**src/source/me_pkg.sv**
```systemverilog
package me_pkg;

    localparam int pix_w      = 8;
    localparam int blk_dim    = 8;
    localparam int word_pix   = 4;
    localparam int word_w     = word_pix * pix_w;         // One memory word
    localparam int blk_bits   = blk_dim * blk_dim * pix_w; // Whole 8x8 block
    localparam int mem_addr_w = 16;

    // Load lengths in words
    localparam int cur_words = 2 * blk_dim * blk_dim / word_pix;
    localparam int ref_words = blk_dim * blk_dim / word_pix;

    // Row of eight diffs fits in 11 bits, 64 of them in 14
    localparam int row_sum_w = pix_w + 3;
    localparam int sad_w     = 14;

    // States of the fetch sequencer
    typedef enum logic [1:0] {
        fetch_idle,
        fetch_busy,
        fetch_drain
    } fetch_state_t;

endpackage
```
**src/source/sad_unit.sv**
```systemverilog
module sad_unit (
    input  logic                        clk,
    input  logic                        rst,
    input  logic                        start,
    input  logic                        wr_en,
    input  logic [me_pkg::word_w-1:0]   wr_data,
    input  logic [me_pkg::blk_bits-1:0] cur_pix,
    output logic [me_pkg::sad_w-1:0]    sad,
    output logic                        sad_valid
);
    import me_pkg::*;

    logic [pix_w-1:0]              ref_mem [blk_dim*blk_dim];
    logic [$clog2(ref_words)-1:0]  fill_cnt;
    logic                          ready;

    logic [row_sum_w-1:0] row_sum   [blk_dim];
    logic [row_sum_w-1:0] row_sum_q [blk_dim];
    logic                 valid_q;
    logic [sad_w-1:0]     total;

    always_ff @(posedge clk or posedge rst) begin
        if (rst) begin
            fill_cnt <= '0;
            ready    <= 1'b0;
        end else if (start) begin
            fill_cnt <= '0;
            ready    <= 1'b0;
        end else if (wr_en) begin
            fill_cnt <= fill_cnt + 1'b1;
            if (fill_cnt == $bits(fill_cnt)'(ref_words - 1)) begin
                ready <= 1'b1; // Sixteenth word in
            end
        end
    end

    always_ff @(posedge clk) begin
        if (wr_en) begin
            for (int b = 0; b < word_pix; b++) begin
                ref_mem[int'(fill_cnt)*word_pix + b] <= wr_data[b*pix_w +: pix_w];
            end
        end
    end

    always_comb begin
        logic [pix_w-1:0] a;
        logic [pix_w-1:0] b;
        for (int r = 0; r < blk_dim; r++) begin
            row_sum[r] = '0;
            for (int c = 0; c < blk_dim; c++) begin
                a = cur_pix[r*blk_dim*pix_w + (blk_dim-1-c)*pix_w +: pix_w];
                b = ref_mem[r*blk_dim + c];
                row_sum[r] = row_sum[r] + row_sum_w'((a > b) ? a - b : b - a);
            end
        end
    end

    always_comb begin
        total = '0;
        for (int r = 0; r < blk_dim; r++) begin
            total = total + sad_w'(row_sum_q[r]);
        end
    end

    // Two stages, row sums then their total
    always_ff @(posedge clk) begin
        row_sum_q <= row_sum;
        sad       <= total;
    end

    always_ff @(posedge clk or posedge rst) begin
        if (rst) begin
            valid_q   <= 1'b0;
            sad_valid <= 1'b0;
        end else begin
            valid_q   <= ready;
            sad_valid <= valid_q;
        end
    end

endmodule

```
**config.mk**
```make
export PLATFORM = sky130hd
export DESIGN_NAME = sad_unit
export DESIGN_NICKNAME = d
export VERILOG_FILES = /design/src/source/me_pkg.sv /design/src/source/sad_unit.sv
export SDC_FILE = /design/constraint.sdc
export NUM_CORES = 2
export LEC_CHECK = 0
export ABC_AREA = 1
export BUFFER_PORTS_ARGS = -buffer_cell sky130_fd_sc_hd__buf_2
export CELL_PAD_IN_SITES_DETAIL_PLACEMENT = 0
export CELL_PAD_IN_SITES_GLOBAL_PLACEMENT = 1
export CORE_MARGIN = 5
export CORE_UTILIZATION = 43
export CTS_BUF_LIST = sky130_fd_sc_hd__clkbuf_8
export DETAILED_ROUTE_END_ITERATION = 7
export HOLD_SLACK_MARGIN = 0.1
export PLACE_DENSITY_LB_ADDON = 0.1
export SLEW_MARGIN = 20
export SYNTH_ARGS = -nofsm -noshare
export SYNTH_HDL_FRONTEND = slang
export SYNTH_SLANG_ARGS = --single-unit
export TNS_END_PERCENT = 1
```
**constraint.sdc**
```tcl
create_clock -name clk -period 4.7 [get_ports clk]
set_input_delay 0.94 -clock clk [delete_from_list [all_inputs] [get_ports clk]]
set_output_delay 0.94 -clock clk [all_outputs]
set_load 0.1 [all_outputs]
```
* After elaboration in Yosys (flattened, before gate mapping)
Memory sizes are Yosys's and may differ from the RTL's. Index checks and enable logic that the tools add are counted.
Storage, ports and cells: memories kept 1, bits in read-only memories 0, register bits after elaboration 109, bits in latches 0, bits of input ports 548, memory bits (writable) 512
Memories:
- ref_mem | words 64, width 8, read ports 64, clocked after memory_dff 0, wr ports 4, RTL line sad_unit.sv:13 | logic [pix_w-1:0] ref_mem [blk_dim*blk_dim];
Cells by class: multipliers 0, $lt $le $gt $ge 64, equal/unequal tests 1, multiplexer cells 71, shift operators 0, div/mod/pow operators 0, add/sub/neg operators 195, reduce and logical (&&, ||, !) cells 3, bitwise operators 0
Operators with widths (number):
- 8-bit by 8-bit subtractor with 9-bit output | 128
- 11-bit two-way mux | 64
- 11-bit adder | 56
- 8-bit greater-than comparator | 64
- 14-bit by 11-bit adder with 14-bit output | 4
- 13-bit by 11-bit adder with 14-bit output | 1
- 12-bit by 11-bit adder with 13-bit output | 1
- 11-bit by 11-bit adder with 12-bit output | 1
- 6-bit by 2-bit adder with 6-bit output (second input constant) | 2
- 4-bit two-way mux | 2
- 6-bit by 1-bit adder with 6-bit output (second input constant) | 1
- 1-bit two-way mux | 5
- 4-bit by 1-bit adder with 4-bit output (second input constant) | 1
- 4-bit equality test (second input constant) | 1
- 2-bit nonzero test | 2
- 2-bit AND reduction | 1

* Depth between registers and ports, before layout
depth after elaboration 9, gate-level depth with buffers 32, mapped depth without buffers 31

* Worst setup path before layout
Ideal clock, no wire load.
path type input-to-reg, start point input cur_pix[402] (netlist bit), end point register row_sum_q[21] (netlist bit), path buffers 2, cell stages on the path 29, required time 4588 ps, path slack -796 ps, arrival 5384 ps, library setup time 112 ps, cell sequence inv_1 -> ha_1 -> buf_2 -> nand2_1 -> nand2_1 -> nand2_1 -> nand2_1 -> nand2_1 -> nand3_1 -> nand2_1 -> buf_4 -> o21ai_0 -> nand2_1 -> fa_1 -> inv_1 -> fa_1 -> fa_1 -> inv_1 -> fa_1 -> inv_1 -> ha_1 -> inv_1 -> fa_1 -> o21ai_0 -> nand3_1 -> nand3_1 -> inv_1 -> nand2_1 -> nand2_1
RTL lines:
- start: declaration | RTL line sad_unit.sv:7 | input logic [me_pkg::blk_bits-1:0] cur_pix,
- end signal: assignment | RTL line sad_unit.sv:67 | row_sum_q <= row_sum;
- end: declaration | RTL line sad_unit.sv:18 | logic [row_sum_w-1:0] row_sum_q [blk_dim];

==> impl_metrics.ini <==
[placement]
globalplace.congestion = 0.9734
detailed_place.area_sq_um = 117900
post-place-cells = 18900
dp_hpwl_um = 293200
portBuffers = 562

[routing]
route.vias.total = 92730
antenna_left = 0
drt_first_pass_iters = 8
routed_wire_length_per_instance_um = 18.23
via_per_inst = 4.806
drtIter0Drc = 6532
routed_wirelength_um = 351800
remaining_drc_errors = 0

[logic_synthesis]
netlist.area_leader.share_pct = 16.90
netlist_top_cells_area = edfxtp_1 17%, nand2_1 17%, ha_1 15%, fa_1 14%, inv_1 13%
synth_sequential_area_ratio_pct = 19.34
synth_area_per_cell_sq_um = 6.996
yosys_register_bits = 621
synth_fp_nets = 15310
synth-main-ff-cell = edfxtp_1
ys_async_sr_fraction_pct = 1.127
netlist_instances = 13000
syn_area_sq_um = 90980
synthDominantAreaCellType = edfxtp_1
ys_warn_count = 0
synth_edf_count = 512
synth_cell_types = 40

[global_routing]
globalRoute.totalOverflow = 0
grt_first_pass_wirelength_um = 527300
grtUsageMet1_pct = 40.86
globalRouteMet2Util_pct = 50.67
grt_max_usage_layer = met2
pin_count_of_the_biggest_net_entering_global_routing = 33
grt_pass1_vias = 92690
grt_util_met3_pct = 4.080
antenna_found_initial = 110
gr-usage-all-layers_pct = 30.85

[critical_path]
cp-end-kind = flip-flop
setup.worst_path.class = flip-flop to flip-flop
path_cells = inv_1 -> ha_1 -> inv_1 -> fa_1 -> nand3_1 -> nand2_1 -> nand2_1 -> o211ai_1 -> nand2_1 -> nand2_2 -> fa_2 -> buf_4 -> fa_1 -> fa_1 -> fa_1 -> inv_1 -> ha_1 -> nand2_1 -> o21ai_1 -> a21oi_2 -> inv_1 -> nand3_1 -> nand2_1
worstSetupStartpointType = flip-flop
worst_path_most_repeated_cell = nand2_1
critical_path_peak_fanout = 3
worst_r2r_path_depth = 23
data_required_time_at_the_worst_endpoint_ns = 5.50
reg_to_reg_setup_timing_slack_ns = -0.31
regToRegEndpoint = row_sum_q[65]$_DFF_P_
regToRegStartpoint = ref_mem[16][0]$_DFFE_PP_
cp.buffers_inverters = 5
crit_path_max_incr_delay_ns = 0.55
timing.critical_path.arrival_ns = 5.82
kind_of_cell_adding_the_most_delay_to_the_critical_path = adder cells
cpMaxStageDelayCell = fa_1

[final_layout]
post-route-util_pct = 59.29
area_growth_pct = 36.84
layout.cells.most_common_list = 3882 x nand2_1, 3198 x inv_1, 2725 x buf_4
final_cell_count_no_fill = 19290
finish.instance_area_sq_um = 124500
post_route_cells_drive_above_1_share_pct = 26.96
nets = 18620
final_common_cell = nand2_1

[timing]
worst_clock_skew_ns = 0.04319
timing.final.max_slew_violations = 0
final_hold_violation_count = 0
final_min_period_ns = 5.013
clock.fmax_ghz = 0.1995
setup_viol_count_final = 57
hold_slack_ns = 0.2318
final.period_utilization_pct = 106.7
final.setup.worst_slack_ns = -0.3127
relSlewSlack_pct = 20.40
rsz_0062_raised_after_global_routing = true
timing_worst_slew_pin_value_ns = 1.194

[power]
worst_ir_drop_vdd_uv = 2233
cellLeakagePower_nw = 70.49
post-layout-total-power_mw = 78.70
power_density_nw_per_um2 = 632.1

[clock_network]
insertion_delay_ns = 0.93
root_buffer = clkbuf_8
tritoncts = done
clk_path_buf_depth = 3
clk_transition_reported_paths_ns = 0.06
clkSinkCount = 621
cts_made_buffers = 142
clock_tree.htree_level_count = 4

[floorplan]
start_util_pct = 43.32
num_rows = 168
dieHeight_um = 470.0
die_area_sq_um = 220900
placeableCoreArea_sq_um = 210000
num_io_pins = 563
die_w_um = 470.0

[hold_path]
count_of_cells_along_the_worst_hold_path = 1
min_delay_worst_endpoint = ref_mem[33][1]$_DFFE_PP_
hold_start = wr_data[9]
path_type_of_the_worst_min_delay_path = primary input to flip-flop

[job]
cap_viol_max_count = 0

[outcome]
run_status = finished, violations left
violations = setup timing
==> worst max-delay path by stage <==
stage                                        start                    end  slack [ns]  cells after the start
final                     ref_mem[16][0]$_DFFE_PP_  row_sum_q[65]$_DFF_P_       -0.31                     23
after global routing       ref_mem[5][5]$_DFFE_PP_  row_sum_q[87]$_DFF_P_       -0.53                     25
after CTS                  ref_mem[9][0]$_DFFE_PP_  row_sum_q[75]$_DFF_P_       -0.30                     25
after detailed placement              cur_pix[286]  row_sum_q[43]$_DFF_P_       -1.17                     25
after global placement                cur_pix[412]  row_sum_q[17]$_DFF_P_       -1.13                     27
after floorplan                       cur_pix[338]  row_sum_q[32]$_DFF_P_       -0.47                     28
==> Yosys cell counts, drive strengths merged, types with 113 or more instances <==
cell       n
nand2   4070
nand3    887
o21ai    250
xnor2    113
nand4    152
nor2     501
a21oi    710
xor2     387
ha      1127
fa       633
inv     3245
buf      129
edfxtp   512
==> cell families after synthesis <==
family / after synthesis / synth area share (%)
AOI/OAI and AO/OA: 1105 / 6.523
xor gates and xnor gates: 500 / 4.813
adders and majority gates: 1760 / 29.43
DFF: 621 / 19.34
and+or+nand+nor: 5629 / 25.52
buffers and inverters: 3389 / 14.38
==> through the flow <==
step	TNS, ns	setup slack, ns
after global routing	-21.84	-0.5290
after floorplan	-20.53	-0.4652
after CTS	-10.83	-0.2978
after detailed placement	-66.18	-1.172
final	-9.581	-0.3127
after global placement	-63.22	-1.128
==> power by group <==
part | internal (mW) | leakage (nW) | switching [mW]
combinational | 29.3 | 63.4 | 34.9
sequential | 7.37 | 5.58 | 0.669
clock | 3.39 | 1.55 | 3.15
total | 40.0 | 70.5 | 38.7
==> metal layers <==
metal	up-vias	wire length, um
li1	46200	-
met1	43390	152700
met2	2558	161500
met3	548	21760
met4	22	15730
met5	-	149
==> repair_timing <==
item / in CTS / in global routing
buffers inserted: 23 / 43
endpoints found under the setup margin: 63 / 64
gates resized for setup: 289 / 369
cloned: 0 / 3
endpoints found under the hold margin: 7 / 0
hold buffers: 1 / 0
pin swaps: 110 / 215
==> sequential cells by signal (all words and copies together), names as in the netlist <==
| signal | cells |
|---|---|
| ref_mem | 512 |
| row_sum_q | 88 |
| sad | 14 |
| fill_cnt | 4 |
| ready | 1 |
| sad_valid | 1 |
| valid_q | 1 |
==> area by class of cell <==
type                    count  area [sq um]
fillers                 20030         85490
multi-input cells        8997         64790
repair buffers           3299         23470
flip-flops and latches    621         17590
inverters                3246         12200
well taps                2805          3510
clock buffers             149          2051
clock inverters           100         701.9
diodes                     75         187.7
No activity file was read; power rests on OpenSTA's default activity.
