<file path="src/source/me_pkg.sv">
package me_pkg;

    localparam int pix_w      = 8;
    localparam int blk_dim    = 8;
    localparam int word_pix   = 4;
    localparam int word_w     = word_pix * pix_w;         // One memory word
    localparam int blk_bits   = blk_dim * blk_dim * pix_w; // Whole 8x8 block
    localparam int mem_addr_w = 16;

    // Load lengths in words
    localparam int cur_words = 2 * blk_dim * blk_dim / word_pix;
    localparam int ref_words = blk_dim * blk_dim / word_pix;

    // Row of eight diffs fits in 11 bits, 64 of them in 14
    localparam int row_sum_w = pix_w + 3;
    localparam int sad_w     = 14;

    // States of the fetch sequencer
    typedef enum logic [1:0] {
        fetch_idle,
        fetch_busy,
        fetch_drain
    } fetch_state_t;

endpackage
</file>
<file path="src/source/mem_port_if.sv">
interface mem_port_if;
    import me_pkg::*;

    logic                  req;
    logic [mem_addr_w-1:0] addr;
    logic                  gnt;    // Same cycle as req
    logic [word_w-1:0]     rdata;
    logic                  rvalid; // One cycle after gnt

    modport requester (
        output req, addr,
        input  gnt, rdata, rvalid
    );

    modport arbiter (
        input  req, addr,
        output gnt, rdata, rvalid
    );

endinterface

</file>
<file path="src/source/block_fetch.sv">
module block_fetch #(
    parameter int n_words = me_pkg::cur_words
) (
    input  logic                          clk,
    input  logic                          rst,
    input  logic                          start,
    input  logic [me_pkg::mem_addr_w-1:0] base,
    mem_port_if.requester                 port,
    output logic                          busy,
    output logic                          wr_en,
    output logic [me_pkg::word_w-1:0]     wr_data
);
    import me_pkg::*;

    fetch_state_t                 state;
    logic [mem_addr_w-1:0]        addr_q;
    logic [$clog2(n_words)-1:0]   cnt;    // Words granted so far

    always_ff @(posedge clk or posedge rst) begin
        if (rst) begin
            state  <= fetch_idle;
            addr_q <= '0;
            cnt    <= '0;
        end else if (start) begin
            state  <= fetch_busy;
            addr_q <= base;
            cnt    <= '0;
        end else begin
            case (state)
                fetch_busy: begin
                    if (port.gnt) begin
                        addr_q <= addr_q + 1'b1;
                        cnt    <= cnt + 1'b1;
                        if (cnt == $bits(cnt)'(n_words - 1)) begin
                            state <= fetch_drain;
                        end
                    end
                end
                fetch_drain: begin
                    // Last word arrives one cycle after its grant
                    if (port.rvalid) begin
                        state <= fetch_idle;
                    end
                end
                default: state <= fetch_idle;
            endcase
        end
    end

    assign port.req  = (state == fetch_busy);
    assign port.addr = addr_q; // Held while losing arbitration
    assign busy      = (state != fetch_idle);

    assign wr_en   = port.rvalid;
    assign wr_data = port.rdata;

endmodule

</file>
<file path="src/flat_wrapper.sv">
// flat-port wrapper written by rule: the top's interface ports become plain ports
module block_fetch_flat import me_pkg::*;
#(
    parameter int n_words = me_pkg::cur_words
)
  (clk, rst, start, base, busy, wr_en, wr_data, port_req, port_addr, port_gnt, port_rdata, port_rvalid);
  mem_port_if port_i ();
  input  logic clk;
  input  logic rst;
  input  logic start;
  input  logic [me_pkg::mem_addr_w-1:0] base;
  output logic busy;
  output logic wr_en;
  output logic [me_pkg::word_w-1:0] wr_data;
  output wire logic [$bits(port_i.req)-1:0] port_req;
  output wire logic [$bits(port_i.addr)-1:0] port_addr;
  input wire logic [$bits(port_i.gnt)-1:0] port_gnt;
  input wire logic [$bits(port_i.rdata)-1:0] port_rdata;
  input wire logic [$bits(port_i.rvalid)-1:0] port_rvalid;
  assign port_req = port_i.req;
  assign port_addr = port_i.addr;
  assign port_i.gnt = port_gnt;
  assign port_i.rdata = port_rdata;
  assign port_i.rvalid = port_rvalid;
  block_fetch #(.n_words(n_words)) u_core (.clk(clk), .rst(rst), .start(start), .base(base), .port(port_i), .busy(busy), .wr_en(wr_en), .wr_data(wr_data));
endmodule
</file>
<file path="config.mk">
export PLATFORM = sky130hd
export DESIGN_NAME = block_fetch_flat
export DESIGN_NICKNAME = d
export VERILOG_FILES = /design/src/source/me_pkg.sv /design/src/source/mem_port_if.sv /design/src/source/block_fetch.sv /design/src/flat_wrapper.sv
export SDC_FILE = /design/constraint.sdc
export NUM_CORES = 1
export LEC_CHECK = 0
export BUFFER_PORTS_ARGS = -buffer_cell sky130_fd_sc_hd__buf_2
export CAP_MARGIN = 20
export CORE_ASPECT_RATIO = 1.2
export CORE_MARGIN = 2
export CORE_UTILIZATION = 25
export CTS_CLUSTER_DIAMETER = 200
export CTS_CLUSTER_SIZE = 14
export DETAILED_ROUTE_END_ITERATION = 8
export GPL_ROUTABILITY_DRIVEN = 0
export PLACE_DENSITY = 0.61
export SYNTH_ARGS = -nofsm -noshare
export SYNTH_HDL_FRONTEND = slang
export SYNTH_SLANG_ARGS = --single-unit
</file>
<file path="constraint.sdc">
create_clock -name clk -period 2.4 [get_ports clk]
set_clock_uncertainty 0.2 [all_clocks]
set_input_delay 0.24 -clock clk [delete_from_list [all_inputs] [get_ports clk]]
set_output_delay 0.24 -clock clk [all_outputs]
set_load 0.03 [all_outputs]
</file>
# Yosys cells after proc, flatten, opt, wreduce, memory -nomap -nowiden
# Cells that the tools add are included.
[totals] ramBits=0 latch_bits=0 ff_bits=23 rom_bits=0 mem_count=0
[classes] eq_ne=6 mux=11 div_mod_pow=0 bitwise_logic=0 multipliers=0 addsub=2 n_lt_le_gt_ge=0 shift=0 n_reduce_logical=5
[ops] op="16-bit 2-to-1 mux" count=3
[ops] op="16-bit by 1-bit adder with 16-bit output, second input constant" count=1
[ops] op="5-bit 2-to-1 mux" count=3
[ops] op="2-bit 2-to-1 mux" count=4
[ops] op="3-bit by 2-bit != test with 1-bit output, second input constant" count=2
[ops] op="2-bit nonzero test" count=3
[ops] op="5-bit by 1-bit adder with 5-bit output, second input constant" count=1
[ops] op="5-bit == test, second input constant" count=1
[ops] op="2-bit one-hot mux with 2 select lines" count=1
[ops] op="3-bit != test, second input constant" count=1
[ops] op="3-bit AND reduction" count=1
[ops] op="2-bit by 1-bit == test with 1-bit output, second input constant" count=1
[ops] op="2-bit == test, second input constant" count=1
[ops] op="2-bit AND reduction" count=1

# Longest topological paths before layout
[logic_depth] ltp_word=5 ltp_mapped=6 depth_no_buf=5

# Least setup slack after synthesis
# Ideal clock, no wire load.
[synth_timing] path_type="reg2reg" from="register u_core.addr_q[2] (netlist: u_core.port.addr[2])" to="register u_core.addr_q[15] (netlist: u_core.port.addr[15])" setup_ps=124 t_required_ps=2076 slack_ps=484 stages_incl_launch_ff=5 t_arrival_ps=1592 path_cell_list="dfrtp_1 > nand3_2 > nor4_4 > a31oi_1 > o31a_1"
[synth_via] elab_chain_len=4
[synth_lines] item="from (decl)" line="block_fetch.sv:16" text="logic [mem_addr_w-1:0] addr_q;"
[synth_lines] item="from (signal assigned)" line="block_fetch.sv:26" text="addr_q <= base;"
[synth_lines] item="from (signal assigned)" line="block_fetch.sv:32" text="addr_q <= addr_q + 1'b1;"
[synth_lines] item="16-bit by 1-bit adder with 16-bit output" line="block_fetch.sv:32"
[synth_lines] item="16-bit 2-to-1 mux" line="block_fetch.sv:31" text="if (port.gnt) begin"
[synth_lines] item="16-bit 2-to-1 mux" line="block_fetch.sv:29" text="case (state)"
[synth_lines] item="16-bit 2-to-1 mux" line="block_fetch.sv:24" text="end else if (start) begin"
# No other way between the ends. The select of a mux whose other input is x is not followed.
# A chain may end at the register's enable or synchronous reset.

# Worst setup path after layout
[layout_timing] from="register u_core.state[1]" to="register u_core.addr_q[15] (netlist: u_core.port.addr[15])"
[layout_via] elab_chain_len=3
[layout_lines] item="from (decl)" line="block_fetch.sv:15" text="fetch_state_t state;"
[layout_lines] item="from (signal assigned)" line="block_fetch.sv:21" text="state <= fetch_idle;"
[layout_lines] item="from (signal assigned)" line="block_fetch.sv:25" text="state <= fetch_busy;"
[layout_lines] item="from (signal assigned)" line="block_fetch.sv:35" text="state <= fetch_drain;"
[layout_lines] item="2-bit by 1-bit == test with 1-bit output" line="block_fetch.sv:29"
[layout_lines] item="2-bit nonzero test (no source line)"
[layout_lines] item="2-bit AND reduction (no source line)"
# No other way between the ends.

==> reports/metrics.yaml <==
routed_wirelength_mm: 3.15
relSlewSlack_pct: 43.6
synth_area_leaders: "dfrtp_1 38%, buf_4 17%, nand2_1 5.1%"
fin_tns_setup_ns: 0
finalNetCount: 239
start_kind: "flop"
tightestPinTransition_ns: 0.845
finalWorstSetupSlack_ns: 0.519
seq_area_um2: 576
synth_ff_type: "dfrtp_1"
drc: 0
drive_gt1_share_pct: 26.4
fin_util_pct: 28.2
arrival_ns: 1.83
antenna_found_initial: 0
cts.sinks: 23
synth_top_cell_by_area: "dfrtp_1"
die_w_um: 75.5
post_cts_buffers: 0
die_h_um: 89.8
cp_data_required_time_ns: 2.35
cap_violations: 0
hp-class: "input port to flop"
critical-path-top-delay-family: "simple AND/OR/NAND/NOR gates"
pin_count: 104
cts_buffers: 3
setup_viol: 0
grt_pass1_wl_mm: 4.98
p_leak_nw: 0.727
cp-end-kind: "flop"
vias_per_cell: 4.38
crit_slowest_cell: "nor4_4"
design.core.area_mm2: 0.00597
max_freq_mhz: 532
postRouteAntennaNets: 0
dp_hpwl_mm: 2.33
syn_nets: 226
status: "finished clean"
async_flop_share_pct: 100
routedWlPerCell_um: 11.9
syn_inst: 170
drt_pass1_iterations: 4
cp_max_fo: 8
ys_top_cells_by_count: "34 x buf_4, 23 x dfrtp_1, 21 x nand2_1, 12 x o21ai_0, 8 x nor2_1"
portBuffers: 39
multiInputGateArea_um2: 668
dp_slack_ns: 0.528
total_power_uw: 908
synth_top_cell_area_share_pct: 37.5
rsz0062_at_grt: "false"
start_util_pct: 25.7
fill_cells: 666
grt-ovfl-total: 0
slew_violations: 0
instances_no_fill: 264
num_rows: 31
initialDrtViolationCount: 56
syn_avg_cell_area_um2: 9.02
cpPeakStageDelay_ns: 0.51
finalHoldViolCount: 0
period_needed_ns: 1.88
grt_pass1_vias: 1099
synth.most_common_cell: "buf_4"
cts_max_path_buffers: 2
place_inst: 252
layout_worst_path_cycle_share_pct: 78.4
criticalPathCategory: "flop to flop"
ys_ff_latch: 23
synthToLayoutAreaGrowth_pct: 9.62
path_cells: "nand3b_4 -> nor4_4 -> a31oi_1 -> o31a_1"
synth_edf_count: 0
yosys_warnings: 0
track_usage_pct: 9.34
path_clk_slew_ns: 0.08
critical_path_buf_inv_count: 0
cts_tree: "done"
antenna_cells: 0
power_density_mw_per_mm2: 540
ys_types: 37
syn_area_mm2: 0.00153
yosysSeqAreaShare_pct: 37.5
cts_max_level: 1
max-vdd-ir-drop_mv: 0.202
grt_max_degree: 36
root_buffer: "clkbuf_8"
fp.dieArea_mm2: 0.00678
clock_latency_ns: 0.26
vias: 1157
-- worst reg2reg max path: stages (launching register included) --
cell and delay, ns:
dfrtp_1 0.42, nand3b_4 0.20, nor4_4 0.51, a31oi_1 0.16
o31a_1 0.29
-- state kept, by name, indices dropped and copies added, names as in the netlist --
register and cells:
u_core.cnt 5, u_core.port.addr 16, u_core.state 2
-- cell usage in the layout, fill, tap and decap left out, types with 2 or more instances in the layout --
master and n:
a21oi_1 2, a31oi_1 5, and3_1 2, and4_1 2, buf_2 39, clkbuf_8 3, dfrtp_1 23, dlygate4sd3_1 8
ha_1 3, inv_1 4, mux2i_1 2, nand2_1 21, nand2b_1 2, nand3_1 5, nand4_1 6, nor2_1 8
nor2b_1 2, nor3b_1 2, o21ai_0 12, o31a_1 2, or3_1 2, xnor2_1 5, xor2_1 7
-- final timing paths --
| kind | from | end | slack [ns] | cells after the start |
|---|---|---|---|---|
| min in group asynchronous | rst | u_core.port.addr[15] | 0.49 | 3 |
| max in group asynchronous | rst | u_core.port.addr[0] | 0.99 | 3 |
| min | base[10] | u_core.port.addr[10] | 0.0005 | 3 |
| max reg2reg | u_core.state[1] | u_core.port.addr[15] | 0.52 | 4 |
| min reg2reg | u_core.cnt[4] | u_core.cnt[4] | 0.33 | 2 |
| max | u_core.state[1] | u_core.port.addr[15] | 0.52 | 4 |
-- layout make-up --
type                       instances  share of cell area (%)
clock buffer                       4                    2.68
inverter                           4                   0.893
multi-input combinational        104                    39.7
sequential                        23                    34.2
tap                               82                    6.10
timing repair buffer              47                    16.4
-- cell families after synthesis --
group	Yosys count	synth area share [%]
XOR/XNOR	12	6.85
adder cells (fa/ha/maj)	3	2.45
flip-flops	23	37.5
multiplexers	2	1.31
AND/OR/NAND/NOR	62	23.3
AO/OA/AOI/OAI	25	9.63
buffers and inverters	43	18.9
-- stage by stage --
step                area (µm²)  hold WS, ns
finish                    1680     0.000505
global route              1680       0.0115
CTS                       1680      0.00281
detailed placement        1560        0.258
global placement          1560        0.251
floorplan                 1530       0.0419
-- routing by layer --
metal / wire [µm] / track usage (%) / vias to the layer above
met5: 0 / 0 / -
met4: 45 / 3.36 / 0
met3: 209 / 3.03 / 4
met2: 1560 / 15.6 / 26
met1: 1340 / 10.9 / 552
li1: - / - / 575
-- what timing repair did --
action	CTS	global route
hold endpoints to repair	30	0
resized for setup	0	0
hold buffers	8	0
setup endpoints to repair	0	0
-- where the power goes --
part	switching, mW	internal, mW	leakage [nW]
clock	0.117	0.118	0.0228
combinational	0.133	0.0795	0.425
sequential	0.0417	0.418	0.279
(Power assumes the default switching activity.)
