<file path="config.mk">
export PLATFORM = sky130hd
export DESIGN_NAME = cur_block_buffer
export DESIGN_NICKNAME = d
export VERILOG_FILES = /design/src/source/me_pkg.sv /design/src/source/cur_block_buffer.sv
export SDC_FILE = /design/constraint.sdc
export NUM_CORES = 2
export LEC_CHECK = 0
export BUFFER_PORTS_ARGS = -buffer_cell sky130_fd_sc_hd__buf_4
export CORE_MARGIN = 2
export CORE_UTILIZATION = 30
export DETAILED_ROUTE_END_ITERATION = 8
export GPL_TIMING_DRIVEN = 1
export HOLD_SLACK_MARGIN = 0.1
export PLACE_DENSITY = 0.45
export SLEW_MARGIN = 20
export SYNTH_ARGS = -nofsm -noshare
export SYNTH_HDL_FRONTEND = slang
export SYNTH_SLANG_ARGS = --single-unit
</file>
<file path="constraint.sdc">
create_clock -name clk -period 4.5 [get_ports clk]
set_input_delay 0.45 -clock clk [delete_from_list [all_inputs] [get_ports clk]]
set_output_delay 0.45 -clock clk [all_outputs]
set_load 0.05 [all_outputs]
</file>
<file path="src/source/me_pkg.sv">
package me_pkg;

    localparam int pix_w      = 8;
    localparam int blk_dim    = 8;
    localparam int word_pix   = 4;
    localparam int word_w     = word_pix * pix_w;         // One memory word
    localparam int blk_bits   = blk_dim * blk_dim * pix_w; // Whole 8x8 block
    localparam int mem_addr_w = 16;

    // Load lengths in words
    localparam int cur_words = 2 * blk_dim * blk_dim / word_pix;
    localparam int ref_words = blk_dim * blk_dim / word_pix;

    // Row of eight diffs fits in 11 bits, 64 of them in 14
    localparam int row_sum_w = pix_w + 3;
    localparam int sad_w     = 14;

    // States of the fetch sequencer
    typedef enum logic [1:0] {
        fetch_idle,
        fetch_busy,
        fetch_drain
    } fetch_state_t;

endpackage
</file>
<file path="src/source/cur_block_buffer.sv">
module cur_block_buffer (
    input  logic                        clk,
    input  logic                        rst,
    input  logic                        start,
    input  logic                        next_block,
    input  logic                        wr_en,
    input  logic [me_pkg::word_w-1:0]   wr_data,
    output logic [me_pkg::blk_bits-1:0] cur_pix
);
    import me_pkg::*;

    // Left block at 0..63, right block at 64..127, both row-major
    logic [pix_w-1:0] pix_mem [2*blk_dim*blk_dim];

    logic [$clog2(2*blk_dim*blk_dim)-1:0] wr_ptr;

    logic       half;     // Set selects the right block
    logic       in_trans;
    logic [2:0] step;

    always_ff @(posedge clk or posedge rst) begin
        if (rst) begin
            wr_ptr <= '0;
        end else if (start) begin
            wr_ptr <= '0;
        end else if (wr_en) begin
            wr_ptr <= wr_ptr + $bits(wr_ptr)'(word_pix);
        end
    end

    // Byte 0 lands at the lowest address
    always_ff @(posedge clk) begin
        if (wr_en) begin
            for (int b = 0; b < word_pix; b++) begin
                pix_mem[int'(wr_ptr) + b] <= wr_data[b*pix_w +: pix_w];
            end
        end
    end

    always_ff @(posedge clk or posedge rst) begin
        if (rst) begin
            half     <= 1'b0;
            in_trans <= 1'b0;
            step     <= '0;
        end else if (next_block) begin
            // Also restarts a transition already running
            half     <= ~half;
            in_trans <= 1'b1;
            step     <= '0;
        end else if (in_trans) begin
            step <= step + 1'b1;
            if (step == 3'd7) begin
                in_trans <= 1'b0;
            end
        end
    end

    // Diagonal wavefront, the new block sweeps in from the upper right
    for (genvar r = 0; r < blk_dim; r++) begin : g_row
        for (genvar c = 0; c < blk_dim; c++) begin : g_col
            logic use_old;
            logic from_right;

            // Old half still shown below the diagonal c < r - k
            assign use_old    = in_trans && (int'(step) + c < r);
            assign from_right = half ^ use_old;

            // Row 0 in the low bits, column 0 in the top byte of a row
            assign cur_pix[r*blk_dim*pix_w + (blk_dim-1-c)*pix_w +: pix_w] =
                from_right ? pix_mem[blk_dim*blk_dim + r*blk_dim + c]
                           : pix_mem[r*blk_dim + c];
        end
    end

endmodule

</file>
Word-level counts from Yosys, hierarchy flattened
Memories as Yosys holds them, arrays and structs flattened.
Cells that the tools add are included.
{"block": "totals", "word_cells": 286, "n_memories": 1, "ram_bits": 1024, "romBits": 0, "latch_bits": 0, "in_bits": 37, "out_inout_bits": 512, "ff_bits": 12}
{"name": "pix_mem", "words": 128, "word_bits": 8, "rd": 128, "rd_clocked_by_memory_dff": 0, "wr": 4, "line_no": "cur_block_buffer.sv:13", "text": "logic [pix_w-1:0] pix_mem [2*blk_dim*blk_dim];"}
{"block": "classes", "n_mux": 73, "n_div": 0, "mul": 0, "order_cmp": 64, "shifts": 0, "addsub": 12, "n_reduce_logical": 66, "eq_ne": 1, "bitwise": 65}
{"op": "$lt 32x4->1 const B", "n": 21}
{"op": "$mux 8", "n": 64}
{"op": "$lt 32x3->1 const B", "n": 14}
{"op": "$lt 32x1->1 const B", "n": 7}
{"op": "$lt 32x2->1 const B", "n": 7}
{"op": "$logic_and 1x1->1", "n": 64}
{"op": "$xor 1x1->1", "n": 64}
{"op": "$lt 4x3->1 const B", "n": 7}
{"op": "$add 3x3->4 const B", "n": 4}
{"op": "$add 7x2->7 const B", "n": 2}
{"op": "$mux 7", "n": 2}
{"op": "$lt 3x3->1 const B", "n": 4}
{"op": "$add 3x2->4 const B", "n": 2}
{"op": "$add 7x1->7 const B", "n": 1}
{"op": "$add 7x3->7 const B", "n": 1}
{"op": "$lt 3x1->1 const B", "n": 2}
{"op": "$lt 3x2->1 const B", "n": 2}
{"op": "$mux 3", "n": 2}
{"op": "$mux 1", "n": 5}
{"op": "$add 3x1->4 const B", "n": 1}
{"op": "$reduce_bool 2->1", "n": 2}
{"op": "$add 3x1->3 const B", "n": 1}
{"op": "$eq 3x3->1 const B", "n": 1}
{"op": "$not 1->1", "n": 1}

Longest topological paths before layout
{"block": "depth", "ltp_word": 5, "ltp_mapped": 9, "depth_no_buf": 7}

Least setup slack after synthesis
No wires, ideal clock.
{"block": "synth_path", "path_type": "reg-to-output", "start": "register step[0]", "end": "output port cur_pix[256] (netlist bit)", "stages_incl_launch_ff": 9, "path_buffers": 2, "t_arrival_ns": 2.642, "t_required_ns": 4.050, "setup_slack_ns": 1.408, "path_cell_list": "dfrtp_1 > buf_4 > inv_1 > ha_1 > ha_1 > buf_2 > nand4b_2 > xor2_1 > mux2_2"}
{"block": "synth_between", "elab_chain_len": 5}
{"element": "from (decl)", "line_no": "cur_block_buffer.sv:19", "text": "logic [2:0] step;"}
{"element": "from (signal assigned)", "line_no": "cur_block_buffer.sv:51", "text": "step <= step + 1'b1;"}
{"element": "$add 3x3->4", "line_no": "cur_block_buffer.sv:65", "text": "assign use_old = in_trans && (int'(step) + c < r);"}
{"element": "$lt 32x4->1", "line_no": "cur_block_buffer.sv:65"}
{"element": "$logic_and 1x1->1", "line_no": "cur_block_buffer.sv:65"}
{"element": "$xor 1x1->1", "line_no": "cur_block_buffer.sv:66", "text": "assign from_right = half ^ use_old;"}
{"element": "$mux 8", "line_no": "cur_block_buffer.sv:70", "text": "from_right ? pix_mem[blk_dim*blk_dim + r*blk_dim + c]"}
{"element": "to (decl)", "line_no": "cur_block_buffer.sv:8", "text": "output logic [me_pkg::blk_bits-1:0] cur_pix"}
No other way between the ends.

Worst setup path after layout
{"block": "layout_path", "start": "register step[1]", "end": "output port cur_pix[226] (netlist bit)"}
{"block": "layout_between", "elab_chain_len": 5}
{"element": "$add 3x2->4", "line_no": "cur_block_buffer.sv:65"}
{"element": "$lt 32x3->1", "line_no": "cur_block_buffer.sv:65"}
{"element": "$logic_and 1x1->1", "line_no": "cur_block_buffer.sv:65"}
{"element": "$xor 1x1->1", "line_no": "cur_block_buffer.sv:66"}
{"element": "$mux 8", "line_no": "cur_block_buffer.sv:70"}
No other way between the ends.

==> run_results.csv <==
group,metric,value,unit
run_status,status,"complete, no violations",
placed_design,dp_slack,741,ps
sta,rsz0062_at_grt,"no",
worst_setup_path,cp.arrival,3780,ps
detailed_routing,detail-route-antenna-nets,0,
synthesis,yosys.area.top_type,"edfxtp_1",
power,p_leak,21.7,nW
worst_setup_path,required,4050,ps
placed_design,port_buffers,548,
placed_design,routabilityCongestion,0.799,
clock_tree,clk_pin_slew,60,ps
sta,fin_crit_sh,0.940,
synthesis,async_reset_ff_frac,0.00967,
synthesis,synth-main-ff-cell,"edfxtp_1",
placed_design,hpwl,122000,um
worst_hold_path,hp-class,"in -> reg",
sta,hold_viol,0,
worst_setup_path,timing_worst_setup_path_type,"reg -> out",
cells_and_area,drive_gt1_frac,0.439,
floorplanning,ios,549,
worst_setup_path,cp-end-kind,"primary output",
global_routing,grtUsageTotal,0.222,
floorplanning,initial_core_util,0.303,
detailed_routing,vias,29700,
synthesis,ys_types,46,
clock_tree,cts_tree,"done",
sta,post-route-min-period,4230,ps
global_routing,grt_pass1_vias,29800,
detailed_routing,drt_iter0_drc,2540,
worst_setup_path,max_stage_delay,510,ps
synthesis,synth_top_area_frac,0.630,
synthesis,synth_edf_count,1024,
clock_tree,numClockSinks,1034,
job,cap_violations,0,
sta,finalSetupTns,0,ps
sta,final-setup-viol-count,0,
power,vdd_drop_max,350,uV
global_routing,grt_overflow,0,
clock_tree,h-tree-depth,3,
synthesis,yosys_warnings,0,
floorplanning,dieArea,166000,um2
global_routing,grt_pass1_wl,257000,um
power,total_power,34.8,mW
clock_tree,worstSkewPairLatency,740,ps
cells_and_area,syn2layout_area_growth,18.7,%
clock_tree,cts_buffers,118,
floorplanning,die_h,407,um
cells_and_area,final_area,57900,um2
worst_setup_path,crit_slowest_cell,"nor4_4",
sta,drv_slew,0,
synthesis,seq_area_frac_synth,0.636,
synthesis,synth_seq_cells,1034,
global_routing,grt_max_degree,68,
sta,timing.slew.headroom,0.253,
floorplanning,core-area,161000,um2
worst_setup_path,crit_chain,"inv_1 -> ha_1 -> ha_1 -> buf_4 -> nor4_4 -> xnor2_2 -> mux2_2 -> buf_4",
placed_design,placed_area,54000,um2
placed_design,dp_cells,5925,
sta,fmax,0.236,GHz
sta,layout_setup_ws,270,ps
detailed_routing,wl_per_cell,30.7,um
worst_setup_path,critPathLaunchType,"flop",
synthesis,synth_cells,3676,
clock_tree,cts_buffer_depth,3,
floorplanning,std_cell_rows,147,
clock_tree,cts_root_buffer,"clkbuf_16",
floorplanning,fp.dieW,407,um
detailed_routing,via_per_inst,4.83,
detailed_routing,drcViolationCount,0,
global_routing,antenna_found_initial,21,
detailed_routing,drtPass1Iterations,5,
sta,fin_skew,24.9,ps
sta,tightestPinTransition,1120,ps
detailed_routing,routed_wl,189000,um
synthesis,syn_avg_cell_area,13.3,um2
worst_setup_path,cp_max_fo,8,
synthesis,synth_nets,3730,
power,p_per_area,601,nW/um2
cells_and_area,final_net_count,3945,
synthesis,synth_area,48800,um2
synthesis,synth.area.top_cells,"edfxtp_1 63%, mux2_2 21%, nand2_1 7.1%",
cells_and_area,final_cells,6151,
==> flip-flops by register name, summed over array words and instances (netlist names) <==
signal and flops:
half 1, wr_ptr 5, step 3, pix_mem 1024
in_trans 1
==> worst paths after layout <==
| check | start | to | slack, ps | cells after the start |
|---|---|---|---|---|
| setup / recovery | step[1] | cur_pix[226] | 270 | 8 |
| max in group asynchronous | rst | half | 3760 | 3 |
| min in group asynchronous | rst | wr_ptr[2] | 370 | 3 |
| hold reg to reg | wr_ptr[6] | wr_ptr[6] | 620 | 2 |
| hold / removal | wr_data[3] | pix_mem[20][3] | 240 | 1 |
| setup reg to reg | wr_ptr[3] | pix_mem[41][5] | 1090 | 4 |
==> cell usage after synthesis (3+ instances only) <==
cell and instances:
edfxtp_1 1024, nand2_1 926, mux2_2 894, clkbuf_1 435, inv_1 106, buf_2 51, inv_2 29, nor2_1 22
xnor2_2 22, ha_1 17, buf_1 15, buf_4 13, nand3_1 12, xor2_2 11, dfrtp_1 10, buf_6 9
xor2_1 9, a21oi_1 7, xnor2_1 7, nand2b_1 6, nor2b_1 5, or3_1 5, a211oi_4 3, and2_1 3
clkinv_1 3, mux2i_1 3, nor4_4 3
==> metal layers <==
layer  part of all wire  track usage  wire [um]
met1               0.43        0.297      81100
met2               0.49        0.372      91800
met3              0.066       0.0422      12500
met4              0.019       0.0499       3530
met5           0.000069            0         13
==> cell type report <==
type	count	area, um2
antenna	5	12.5
inverter	138	518
fill	15700	103000
clock inverter	59	564
timing repair buffer	620	4800
clock buffer	156	3170
multi-input combinational	1979	15100
tap	2160	2700
sequential	1034	31000
==> placed cells by master, fill, tap and decap left out, drive strengths merged, types with 7 or more instances in the layout <==
cell type	count
buf	616
nor2	22
mux2	896
bufinv	10
edfxtp	1024
ha	17
xor2	20
clkinv	48
nand2b	8
a21oi	7
clkbuf	156
inv	138
nand2	926
dfrtp	10
xnor2	29
nand3	12
==> cell families after synthesis <==
kind of cell / synth area share
flops: 0.636
simple gates: 0.0802
xor+xnor: 0.0139
mux: 0.207
fa+ha+maj: 0.00436
buf+inv: 0.0552
compound gates: 0.00328
==> per-stage QoR <==
step	hold slack, ps	util
floorplan	290	-
global placement	494	0.336
detailed placement	513	0.336
CTS	185	0.359
global route	211	0.360
finish	236	0.360
==> critical path, delay by kind of cell, from the launching register on <==
| family | cells | cell delay [ps] |
|---|---|---|
| adder cells (fa/ha/maj) | 2 | 740 |
| AND/OR/NAND/NOR | 1 | 510 |
| buffers and inverters | 3 | 610 |
| XOR/XNOR | 1 | 280 |
| multiplexers | 1 | 400 |
| flip-flops | 1 | 490 |
==> report_power, final <==
part,total (mW),internal (mW),switching [mW]
combinational,14.5,4.63,9.83
sequential,10.7,10.7,0.0796
clock,9.56,5.49,4.07
total,34.8,20.8,14.0
==> repair_timing <==
action,CTS,global route
resized for setup,1,5
pin swaps,2,0
setup endpoints to repair,16,66
endpoints found under the hold margin,20,0
hold buffers,4,0
setup buffers,1,0
Power figures use the tool's default switching activity.
